**config.mk**
```make
export PLATFORM = sky130hd
export DESIGN_NAME = resp_fifo
export DESIGN_NICKNAME = d
export VERILOG_FILES = /design/src/hw/cache_pkg.sv /design/src/hw/resp_fifo.sv
export SDC_FILE = /design/constraint.sdc
export NUM_CORES = 1
export LEC_CHECK = 0
export BUFFER_PORTS_ARGS = -buffer_cell sky130_fd_sc_hd__buf_2
export CAP_MARGIN = 10
export CORE_ASPECT_RATIO = 1.1
export CORE_UTILIZATION = 30
export CTS_CLUSTER_DIAMETER = 30
export CTS_CLUSTER_SIZE = 40
export DETAILED_ROUTE_END_ITERATION = 10
export PLACE_DENSITY = 0.48
export SKIP_CTS_REPAIR_TIMING = 1
export SYNTH_ARGS = -nofsm -noshare
export SYNTH_HDL_FRONTEND = slang
export SYNTH_SLANG_ARGS = --single-unit
```
**constraint.sdc**
```tcl
create_clock -name aclk -period 6.3 [get_ports aclk]
set_input_delay 0.315 -clock aclk [delete_from_list [all_inputs] [get_ports aclk]]
set_output_delay 0.315 -clock aclk [all_outputs]
set_load 0.02 [all_outputs]
```
**src/hw/cache_pkg.sv**
```systemverilog
package cache_pkg;

    // bus and instruction word width
    localparam int WORD_BITS = 32;

    // words per cache line, also the AXI burst length
    localparam int WORDS_PER_LINE = 4;

    // byte offset bits inside one line
    localparam int OFFSET_BITS = 4;

    // one instruction or one AXI data beat
    typedef logic [WORD_BITS-1:0] word_t;

    // byte address as seen by the core and on araddr
    typedef logic [31:0] addr_t;

    // a full line, word 0 in the low bits
    typedef logic [WORDS_PER_LINE*WORD_BITS-1:0] line_t;

endpackage

```
**src/hw/resp_fifo.sv**
```systemverilog
`timescale 1ns/1ns

module resp_fifo import cache_pkg::*; #(
    parameter int FIFO_DEPTH = 4
) (
    input  logic  aclk,
    input  logic  reset,
    input  logic  in_valid,
    output logic  in_ready,
    input  word_t in_data,
    output logic  out_valid,
    input  logic  out_ready,
    output word_t out_data
);

    localparam int PTR_BITS = $clog2(FIFO_DEPTH);

    word_t mem [FIFO_DEPTH];

    // top bit is the wrap flag
    logic [PTR_BITS:0] wr_ptr;
    logic [PTR_BITS:0] rd_ptr;

    logic empty;
    logic full;
    logic do_wr;
    logic do_rd;

    assign empty = (wr_ptr == rd_ptr);
    assign full  = (wr_ptr[PTR_BITS] != rd_ptr[PTR_BITS]) &&
                   (wr_ptr[PTR_BITS-1:0] == rd_ptr[PTR_BITS-1:0]);

    assign out_valid = !empty;
    assign out_data  = mem[rd_ptr[PTR_BITS-1:0]];
    assign in_ready  = !full || out_ready;  // full is fine if a read frees a slot

    assign do_wr = in_valid && in_ready;
    assign do_rd = out_valid && out_ready;

    always_ff @(posedge aclk) begin
        if (reset) begin
            wr_ptr <= '0;
            rd_ptr <= '0;
        end else begin
            if (do_wr) begin
                wr_ptr <= wr_ptr + 1'b1;
            end
            if (do_rd) begin
                rd_ptr <= rd_ptr + 1'b1;
            end
        end
    end

    always_ff @(posedge aclk) begin
        if (do_wr) begin
            mem[wr_ptr[PTR_BITS-1:0]] <= in_data;
        end
    end

endmodule

```
=== Word-level counts from Yosys, hierarchy flattened ===
Memories as Yosys holds them, arrays and structs flattened. A register that Yosys moved wholly into a read port is not among the register bits.
Cells that the tools add are included.

* Register bits after elaboration: 6
* Bits in latches: 0
* RAM bits: 128
* Bits in read-only memories: 0
* Input port bits: 36
* Output and inout bits: 34
* Memories: 1

{| class="wikitable"
|+ Memories
! memory !! depth !! bits a word !! rd ports !! clocked after memory_dff !! write ports !! line !! text
|-
| mem || 4 || 32 || 1 || 1 || 1 || resp_fifo.sv:18 || <nowiki>word_t mem [FIFO_DEPTH];</nowiki>
|}

* Add/sub/neg operators: 2
* Multipliers: 0
* Divide/modulo/power cells: 0
* Magnitude comparators: 0
* Equality and inequality tests: 3
* Shift operators: 0
* Mux-type cells: 4
* Bitwise logic cells: 0
* Reduce and logical (&&, ||, !) cells: 6

{| class="wikitable"
|+ Operators by type and width
! cell !! number
|-
| $add 3x1->3 const B || 2
|-
| $mux 2 || 2
|-
| $eq 3x3->1 || 1
|-
| $logic_and 1x1->1 || 3
|-
| $eq 2x2->1 || 1
|-
| $logic_not 1->1 || 2
|-
| $mux 1 || 2
|-
| $logic_or 1x1->1 || 1
|-
| $ne 1x1->1 || 1
|}

=== Logic depth before layout (Yosys ltp) ===
* Word-level depth: 7
* Depth in mapped cells: 4
* Gate-level depth less buffers: 4

=== Worst setup path before layout ===
No wires, ideal clock.

* Path kind: reg2reg
* From: register wr_ptr[1]
* To: register wr_ptr[2]
* Setup time: 126 ps
* Arrival time: 2033 ps
* Data required time: 6174 ps
* Slack: 4142 ps
* Stages on the path, launching flop included: 5
* Buffers on the path: 0
* Clock period less this slack: 2158 ps
* Cell sequence: dfxtp_1 > ha_1 > nand2_1 > a41oi_2 > mux2_1

* Word-level cells in the longest chain between the ends: 5

{| class="wikitable"
|+ RTL lines
! element !! line !! text
|-
| from (decl) || resp_fifo.sv:21 || <nowiki>logic [PTR_BITS:0] wr_ptr;</nowiki>
|-
| from (signal assigned) || resp_fifo.sv:46 || <nowiki>wr_ptr <= wr_ptr + 1'b1;</nowiki>
|-
| $eq 2x2->1 || resp_fifo.sv:31 || <nowiki>(wr_ptr[PTR_BITS-1:0] == rd_ptr[PTR_BITS-1:0]);</nowiki>
|-
| $logic_and 1x1->1 || resp_fifo.sv:30 || <nowiki>assign full = (wr_ptr[PTR_BITS] != rd_ptr[PTR_BITS]) &&</nowiki>
|-
| $logic_not 1->1 || resp_fifo.sv:35 || <nowiki>assign in_ready = !full || out_ready;</nowiki>
|-
| $logic_or 1x1->1 || resp_fifo.sv:35 ||
|-
| $logic_and 1x1->1 || resp_fifo.sv:37 || <nowiki>assign do_wr = in_valid && in_ready;</nowiki>
|}

Parallel ways exist; a longest one is shown, timed or not.
A chain may end at the register's enable or synchronous reset.

==> impl_metrics.toml <==
[final_layout]
n_antenna_cell = 0
final_cell_mix = "edfxtp_1 (128), buf_2 (69), mux4_2 (32), clkbuf_16 (17)"
final_common_cell = "edfxtp_1"
fillCellCount = 1543
seq_area_um2 = 4010
layout.nets = 344
multi_input_area_um2 = 1080
fin_cells = 520
layout-area-overhead-vs-synth_pct = 22.2
drive_gt1_frac = 0.443
fin_area_um2 = 6280

[power]
power.density_nw_per_um2 = 376
netSwitchingPower_mw = 0.569
ir_worst_vdd_v = 0.000182
leakage_nw = 2.12
seq_power_share = 0.457
switching_share = 0.241
clkPwrFrac = 0.385
intPower_mw = 1.79
p_comb_frac = 0.158

[placement]
dp_hpwl_mm = 5.49
gp_congestion = 0.689
place_inst = 488
place_area_um2 = 5730
port_buffers = 69

[clock_tree]
clkTransAtPathRegs_ns = 0.05
clk_latency_ns = 0.41
numCtsBuffers = 17
cts_tree = "done"
clock-sinks = 136
cts-htree-levels = 4
cts_max_path_buffers = 2
clock-root-buffer = "clkbuf_16"

[detailed_routing]
wl_met1_mm = 4.08
met2_wirelength_mm = 4.96
vias = 2384
wl_per_cell_um = 18.4
met3_length_um = 364
via_per_inst = 4.58
drt_iter0_drc = 144
drtPass1Iterations = 4
ant_nets = 0
drt_wl_total_mm = 9.57
routed.top_layer = "met4"
drcViolationCount = 0

[worst_setup_path]
reg2regPathDepth = 3
startpoint_type = "flop"
cp.arrival_ns = 2.19
cp_max_fo = 27
path_cells = "buf_4 > mux4_2 > buf_2"
crit_path_top_delay_cell = "mux4_2"
cp_slowest_stage_delay_ns = 0.62
cp_data_required_time_ns = 5.98
worstSetupPathType = "flop to output pin"
endpoint_kind = "output pin"

[timing]
max_slew_margin = 0.357
fin_crit_ns = 2.51
tightest_slew_ns = 0.965
finalSetupViolations = 0
finalHoldViolations = 0
slew_viol_final = 0
min_period_over_period = 0.398
setup_tns_ns = 0
clock.fmax_mhz = 398
rsz0062_at_grt = "no"
finalClockSkew_ns = 0.0112

[floorplanning]
die_x_um = 127
pin_count = 70
core_um2 = 16600
placement_rows = 49
floorplan.initialDensity = 0.310
die-area_um2 = 17700
die_h_um = 139

[grt]
grt_pass1_vias = 2676
antenna_found_initial = 0
gr-usage-all-layers = 0.117
grt_max_degree = 33
grt_pass1_wl_mm = 14.8
overflow = 0

[min_path]
hold_depth = 1
hold_class = "input pin to flop"

[logic_synthesis]
ys_seq_area_frac = 0.779
ys_ff_latch = 136
yosysWarnings = 0
post_synth_num_cell_types = 27
synthesis.nets = 262
synth_area_um2 = 5140
avgSynthCellArea_um2 = 23.3
syn_inst = 221

[flow_run]
drv_cap = 0

[outcome]
status = "complete, no violations"
worst paths after layout:
check	from	end	slack (ns)
min	in_data[20]	mem[2][20]	0.12
max	flop	out_data[2]	3.79
max reg2reg	wr_ptr[1]	mem[0][19]	4.08
min reg2reg	rd_ptr[1]	flop	0.56
cells in the mapped netlist (all sizes together):
cell,count,share of area
a211oi,1,0.0015
a311o,1,0.0019
a31oi,2,0.0037
a41oi,2,0.0063
and2,3,0.0037
and3,1,0.0012
buf,6,0.0066
clkbuf,2,0.0015
dfxtp,8,0.031
edfxtp,128,0.75
ha,5,0.012
inv,7,0.0051
mux2,4,0.0095
mux2i,2,0.0039
mux4,32,0.14
nand2,5,0.0037
nand4,1,0.0012
nand4bb,1,0.0022
nor2,4,0.0029
nor2b,2,0.0024
xnor2,3,0.0080
xor2,1,0.0032
worst max-delay path, delay by kind of cell (launching register included):
family / cells / cell delay [ns]
buf+inv: 2 / 0.70
mux: 1 / 0.62
flops: 1 / 0.44
metrics by stage:
stage,util,hold WS [ns],worst slack [ns],power (mW)
after floorplan,-,0.414,4.14,1.36
after global placement,0.346,0.529,4.06,1.48
after detailed placement,0.346,0.536,4.01,1.48
after CTS,0.379,0.0945,3.68,2.40
after global routing,0.379,0.109,3.60,2.46
final,0.379,0.118,3.79,2.36
per-layer routing:
layer	global-route usage	up-vias
met5	0	-
met4	0.0639	0
met3	0.0334	12
met2	0.195	60
met1	0.137	1228
li1	-	1084
cell families after synthesis:
kind of cell / after synthesis / share of synthesized area
adders and majority gates: 5 / 0.0122
buffers and inverters: 15 / 0.0131
muxes: 38 / 0.154
and+or+nand+nor: 17 / 0.0173
AOI/OAI and AO/OA: 6 / 0.0134
DFF: 136 / 0.779
xor gates and xnor gates: 4 / 0.0112
power by group through the flow:
| stage | combinational [mW] | sequential, mW | clock [mW] |
|---|---|---|---|
| after floorplan | 0.280 | 1.08 | 0 |
| after global placement | 0.382 | 1.10 | 0 |
| after detailed placement | 0.384 | 1.10 | 0 |
| after CTS | 0.385 | 1.08 | 0.937 |
| after global routing | 0.404 | 1.09 | 0.970 |
| final | 0.373 | 1.08 | 0.908 |
registers in the layout, indices dropped and copies added (netlist names), named ones only:
signal and cells:
rd_ptr 3, mem 128, wr_ptr 3
cell type report:
class	instances	area share
flip-flops and latches	136	0.638
multi-input cells	70	0.172
clock buffers	28	0.0807
repair buffers	71	0.0574
well taps	204	0.0406
clock inverters	4	0.00677
inverters	7	0.00418
Note: power is estimated with default switching activity, not from simulation.
