## config.mk

```make
export PLATFORM = sky130hd
export DESIGN_NAME = axi_rd_bridge_flat
export DESIGN_NICKNAME = d
export VERILOG_FILES = /design/src/hw/cache_pkg.sv /design/src/hw/refill_if.sv /design/src/hw/axi_rd_bridge.sv /design/src/flat_wrapper.sv
export SDC_FILE = /design/constraint.sdc
export NUM_CORES = 1
export LEC_CHECK = 0
export BUFFER_PORTS_ARGS = -buffer_cell sky130_fd_sc_hd__buf_2
export CAP_MARGIN = 30
export CORE_MARGIN = 2
export CORE_UTILIZATION = 43
export CTS_BUF_LIST = sky130_fd_sc_hd__clkbuf_4
export CTS_CLUSTER_SIZE = 16
export DETAILED_ROUTE_END_ITERATION = 7
export PLACE_DENSITY = 0.79
export SLEW_MARGIN = 10
export SYNTH_ARGS = -nofsm -noshare
export SYNTH_HDL_FRONTEND = slang
export SYNTH_SLANG_ARGS = --single-unit
```

## constraint.sdc

```tcl
create_clock -name aclk -period 2.6 [get_ports aclk]
set_clock_uncertainty 0.05 [all_clocks]
set_input_delay 0.26 -clock aclk [delete_from_list [all_inputs] [get_ports aclk]]
set_output_delay 0.26 -clock aclk [all_outputs]
set_load 0.1 [all_outputs]
```

## src/hw/cache_pkg.sv

```systemverilog
package cache_pkg;

    // bus and instruction word width
    localparam int WORD_BITS = 32;

    // words per cache line, also the AXI burst length
    localparam int WORDS_PER_LINE = 4;

    // byte offset bits inside one line
    localparam int OFFSET_BITS = 4;

    // one instruction or one AXI data beat
    typedef logic [WORD_BITS-1:0] word_t;

    // byte address as seen by the core and on araddr
    typedef logic [31:0] addr_t;

    // a full line, word 0 in the low bits
    typedef logic [WORDS_PER_LINE*WORD_BITS-1:0] line_t;

endpackage

```

## src/hw/refill_if.sv

```systemverilog
`timescale 1ns/1ns

interface refill_if import cache_pkg::*; ();

    logic  rd_req;     // cache asks for a line
    addr_t rd_addr;    // line aligned
    logic  rd_rdy;     // bridge idle, can take a request
    logic  ret_valid;  // one cycle pulse per refill
    line_t ret_data;

    modport cache (
        output rd_req,
        output rd_addr,
        input  rd_rdy,
        input  ret_valid,
        input  ret_data
    );

    modport bridge (
        input  rd_req,
        input  rd_addr,
        output rd_rdy,
        output ret_valid,
        output ret_data
    );

endinterface

```

## src/hw/axi_rd_bridge.sv

```systemverilog
`timescale 1ns/1ns

module axi_rd_bridge import cache_pkg::*; (
    input  logic     aclk,
    input  logic     reset,
    refill_if.bridge refill,
    output addr_t    araddr,
    output logic     arvalid,
    input  logic     arready,
    input  word_t    rdata,
    input  logic     rlast,
    input  logic     rvalid,
    output logic     rready
);

    typedef enum logic [1:0] {
        IDLE,
        ADDR,
        DATA,
        DONE
    } state_t;

    state_t state;
    state_t state_nxt;

    addr_t addr_q;   // line address held until arready
    line_t line_q;   // beats shift in from the top

    logic req_take;
    logic beat_take;

    assign req_take  = refill.rd_req && refill.rd_rdy;
    assign beat_take = rvalid && rready;

    // next state
    always_comb begin
        state_nxt = state;
        case (state)
            IDLE: begin
                if (req_take) begin
                    state_nxt = ADDR;
                end
            end
            ADDR: begin
                if (arready) begin
                    state_nxt = DATA;
                end
            end
            DATA: begin
                // burst length is fixed by the slave, rlast ends it
                if (beat_take && rlast) begin
                    state_nxt = DONE;
                end
            end
            DONE: begin
                state_nxt = IDLE;
            end
            default: begin
                state_nxt = IDLE;
            end
        endcase
    end

    always_ff @(posedge aclk) begin
        if (reset) begin
            state <= IDLE;
        end else begin
            state <= state_nxt;
        end
    end

    always_ff @(posedge aclk) begin
        if (req_take) begin
            addr_q <= refill.rd_addr;
        end
        if (beat_take) begin
            // first beat ends up as word 0 after the last shift
            line_q <= {rdata, line_q[$bits(line_t)-1:WORD_BITS]};
        end
    end

    assign araddr  = addr_q;
    assign arvalid = (state == ADDR);
    assign rready  = (state == DATA);

    assign refill.rd_rdy    = (state == IDLE);
    assign refill.ret_valid = (state == DONE);  // cycle after rlast
    assign refill.ret_data  = line_q;

endmodule

```

## src/flat_wrapper.sv

```systemverilog
// flat-port wrapper written by rule: the top's interface ports become plain ports
module axi_rd_bridge_flat import cache_pkg::*;
  (aclk, reset, araddr, arvalid, arready, rdata, rlast, rvalid, rready, refill_rd_req, refill_rd_addr, refill_rd_rdy, refill_ret_valid, refill_ret_data);
  refill_if refill_i ();
  input  logic aclk;
  input  logic reset;
  output addr_t araddr;
  output logic arvalid;
  input  logic arready;
  input  word_t rdata;
  input  logic rlast;
  input  logic rvalid;
  output logic rready;
  input wire logic [$bits(refill_i.rd_req)-1:0] refill_rd_req;
  input wire logic [$bits(refill_i.rd_addr)-1:0] refill_rd_addr;
  output wire logic [$bits(refill_i.rd_rdy)-1:0] refill_rd_rdy;
  output wire logic [$bits(refill_i.ret_valid)-1:0] refill_ret_valid;
  output wire logic [$bits(refill_i.ret_data)-1:0] refill_ret_data;
  assign refill_i.rd_req = refill_rd_req;
  assign refill_i.rd_addr = refill_rd_addr;
  assign refill_rd_rdy = refill_i.rd_rdy;
  assign refill_ret_valid = refill_i.ret_valid;
  assign refill_ret_data = refill_i.ret_data;
  axi_rd_bridge u_core (.aclk(aclk), .reset(reset), .refill(refill_i), .araddr(araddr), .arvalid(arvalid), .arready(arready), .rdata(rdata), .rlast(rlast), .rvalid(rvalid), .rready(rready));
endmodule
```

### Word-level counts from Yosys, hierarchy flattened

Index checks and enable logic that the tools add are counted.

| operators by class | value |
|---|---|
| muxes and demuxes | 4 |
| eq/ne operators | 6 |
| reductions and logical operators | 5 |

Operators by type and width:

| kind | count |
|---|---|
| $pmux W2 S4 | 1 |
| $mux W2 | 3 |
| $eq A2 B2 Y1 const B | 2 |
| $ne A2 B2 Y1 const B | 2 |
| $logic_and A1 B1 Y1 | 3 |
| $reduce_and A3 Y1 | 1 |
| $eq A2 B1 Y1 const B | 1 |
| $logic_not A2 Y1 | 1 |
| $ne A2 B1 Y1 const B | 1 |

| storage, ports and cells | value |
|---|---|
| input bits | 70 |
| flip-flop bits (word level) | 162 |
| output and inout port bits | 164 |
| word-level logic and storage cells | 18 |

### Logic depth before layout (Yosys ltp)

| depth | value |
|---|---|
| word-level depth | 5 |
| mapped depth | 5 |
| depth with buffers taken out | 5 |

### Worst setup path before layout

No wires, ideal clock.

| path | value |
|---|---|
| kind | reg2reg |
| from | register u_core.state[0] |
| to | register u_core.line_q[0] (netlist: u_core.refill.ret_data[0]) (enable) |
| arrival time | 3.017 ns |
| data required time | 2.118 ns |
| path buffers | 0 |
| setup time | 0.432 ns |
| cell stages (with the launch flop) | 4 |
| path slack | -0.899 ns |
| cells stage by stage | dfxtp_1 > inv_1 > ha_1 > and2_2 |

| between the ends | value |
|---|---|
| word-level cells in the longest chain between the ends | 2 |

RTL lines:

| what | RTL line | RTL |
|---|---|---|
| start: declaration | axi_rd_bridge.sv:23 | `state_t state;` |
| start signal: assignment | axi_rd_bridge.sv:68 | `state <= state_nxt;` |
| $eq A2 B2 Y1 | axi_rd_bridge.sv:84 | `assign rready = (state == DATA);` |
| net rready | flat_wrapper.sv:13 | `output logic rready;` |
| $logic_and A1 B1 Y1 | axi_rd_bridge.sv:33 | `assign beat_take = rvalid && rready;` |
| net u_core.beat_take | axi_rd_bridge.sv:30 | `logic beat_take;` |
| end signal: assignment | axi_rd_bridge.sv:78 | `line_q <= {rdata, line_q[$bits(line_t)-1:WORD_BITS]};` |
| end: declaration | axi_rd_bridge.sv:27 | `line_t line_q;` |

The timed path passes the listed nets, and every way through them passes these cells.
A chain may end at the register's enable or synchronous reset.

### Final worst setup path

| path | value |
|---|---|
| from | register u_core.state[0] |
| to | output port rready |

| between the ends | value |
|---|---|
| word-level cells in the longest chain between the ends | 1 |

RTL lines:

| what | RTL line |
|---|---|
| $eq A2 B2 Y1 | axi_rd_bridge.sv:84 |
| end: declaration | flat_wrapper.sv:13 |

No other way between the ends.

==> metrics.md <==
| Metric | Value |
|---|---|
| Area after DPL | `6372 um2` |
| Num CTS Buffers | `17` |
| CTS sink cnt | `162` |
| Routed wl met2 | `5580 um` |
| Final hold slack | `88.84 ps` |
| DP Wirelength | `7031 um` |
| Synth cell types | `13` |
| Seq/Total Area, Yosys | `96.85%` |
| Relative slew margins | `49.80%` |
| Final worst slack | `590.1 ps` |
| Non-Filler Instances | `652` |
| Max Used Layer | `met4` |
| Mapped Cells | `181` |
| Clk_lat worst skew | `520 ps` |
| Max-capacitance violation count | `0` |
| Inst Count DP | `558` |
| Worst vdd ir | `829.5 uV` |
| Critical Path Max Stage Delay | `440 ps` |
| Metal1 wirelength | `4486 um` |
| Final period util | `77.30%` |
| Slew @ Worst Pin | `753.1 ps` |
| Worst path slowest cell | `buf_2` |
| Setup CP Type | `flop to output pin` |
| Placeable Area | `11370 um2` |
| # port buffers | `233` |
| Time the worst path needs with I/O delays and setup | `2010 ps` |
| Die area | `12510 um2` |
| Total GRT Usage | `18.23%` |
| Total grt overflow | `0` |
| Syn nets | `256` |
| Ranking of synthesized cells by area | `edfxtp_1 96%, ha_1 1.3%, dfxtp_1 0.80%` |
| Most frequent cells in the layout | `233 x buf_2, 160 x edfxtp_1, 65 x dlygate4sd3_1, 19 x clkbuf_4` |
| Final Hold Viols | `0` |
| Nets | `574` |
| Avg Cell Area, Syn | `27.64 um2` |
| Share of layout cells above drive strength 1 | `52.17%` |
| First-pass GRT wire length | `16700 um` |
| IO Count | `234` |
| DR vias | `2990` |
| Seq cells post-synth | `162` |
| DRT Pass-1 Iters | `4` |
| Layout Area Growth over Synthesis | `46.17%` |
| Unrepaired setup endpoints after global routing | `false` |
| Final wirelength | `11430 um` |
| Row cnt | `39` |
| Final ANT Viol Nets | `0` |
| Filler Cell Count | `764` |
| Synthesized area | `5002 um2` |
| CTS root buf | `clkbuf_4` |
| Initial Util | `44.00%` |
| Vias per cell | `4.586` |
| Hold Crit Class | `primary input to flop` |
| Post-synth top area cell | `edfxtp_1` |
| Placer congestion estimate | `0.8567` |
| Vias in the first global route | `3050` |
| F_max | `0.4975 GHz` |
| Top cell type's share of synthesized area | `96.05%` |
| Remaining DRCs | `0` |
| Reg clk slew, reported paths | `110 ps` |
| Most common cell after layout, fill and taps aside | `buf_2` |
| Pin count of the biggest net entering global routing | `129` |
| DIE HEIGHT | `111.9 um` |
| Worst Path Arrival | `1700 ps` |
| H-tree levels | `4` |
| Post-route cell area | `7312 um2` |
| Crit start category | `flop` |
| Metal3 WL | `1137 um` |
| Worst Setup End Kind | `output pin` |
| Ys Warns | `0` |
| Worst path required time | `2290 ps` |
| Setup Slack @ Placement | `784.3 ps` |
| WL/cell | `17.53 um` |
| Setup_tns | `0 ps` |
| Status | `finished clean` |
| Die Width | `111.9 um` |
| Initial antenna violation count | `1` |
| Fin. max-slew vios | `0` |
| CTS resizes | `0` |
| CTS tree | `done` |
| Initial DRC Count | `261` |
| Power density cells | `1054 nW/um2` |
| CP Max Fanout | `4` |
| Clock Path Buffers | `2` |
| Bufs and invs on worst path | `2` |
| Delay-heaviest family, CP | `buffers and inverters` |
| P_leak | `0.002911 uW` |
| Crit path cell chain | `inv_1 -> ha_2 -> buf_2` |
| Final setup violation count | `0` |
## layer usage
layer,vias to the layer above,global-route usage (%)
met5,-,0
met4,0,7.901
met3,18,7.567
met2,211,29.49
met1,1396,21.61
li1,1365,-
## flip-flops by register name, indices dropped and copies added, names as in the netlist
name,cells
u_core.state,2
u_core.araddr,32
u_core.refill.ret_data,128
## logic make-up after synthesis
family                   after synthesis  synth area share [%]
multiplexers                           1                0.2001
buffers and inverters                  2                0.1501
flip-flops                           162                 96.85
AND/OR/NAND/NOR                        8                 1.076
AO/OA/AOI/OAI                          3                0.4754
adder cells (fa/ha/maj)                5                 1.251
## synthesized netlist by cell type
master and number:
ha_1 5, nor2_1 1, o21a_1 1, and2_2 1
nand2b_1 4, a21bo_1 1, dfxtp_1 2, mux2i_1 1
edfxtp_1 160, and2_1 1, and3_4 1, a31oi_1 1
inv_1 2
## metrics by stage
step	utilization, %	total power, uW
2_1_floorplan	-	5727
3_3_place_gp	56.05	6090
3_5_place_dp	56.05	6141
4_1_cts	64.25	7726
5_1_grt	64.31	7943
6_report	64.31	7706
## path summary, 6_finish.rpt
check | startpoint | endpoint | slack (ps) | cells after the start
worst min-delay path | arready | u_core.state[0] | 90 | 4
worst min register to register | u_core.refill.ret_data[121] | u_core.refill.ret_data[89] | 400 | 0
worst max register to register | u_core.state[0] | u_core.refill.ret_data[30] | 670 | 4
worst max-delay path | u_core.state[0] | rready | 590 | 3
## cell type report
cell class | instances | area (um2) | share of cell area (%)
Antenna cell | 3 | 7.507 | 0.1027
Clock buffer | 19 | 142.6 | 1.951
Clock inverter | 7 | 138.9 | 1.899
Inverter | 2 | 7.507 | 0.1027
Multi-Input combinational cell | 17 | 155.1 | 2.122
Sequential cell | 162 | 4845 | 66.26
Tap cell | 143 | 178.9 | 2.447
Timing Repair Buffer | 299 | 1837 | 25.12
## worst reg2reg max path: cells and delay by family (launching register included)
family,cells,cell delay (ps)
buffers and inverters,2,640
flip-flops,1,370
adder cells (fa/ha/maj),1,240
AND/OR/NAND/NOR,1,160
## what timing repair did
| action | in CTS | in global routing |
|---|---|---|
| buffers inserted | 0 | 0 |
| hold endpoints to repair | 66 | 0 |
| hold buffers | 65 | 0 |
## report_power, final
part           switching [uW]  internal (uW)
sequential                120           3280
clock                     771            753
combinational            2420            356
Note: power is estimated with default switching activity, not from simulation.
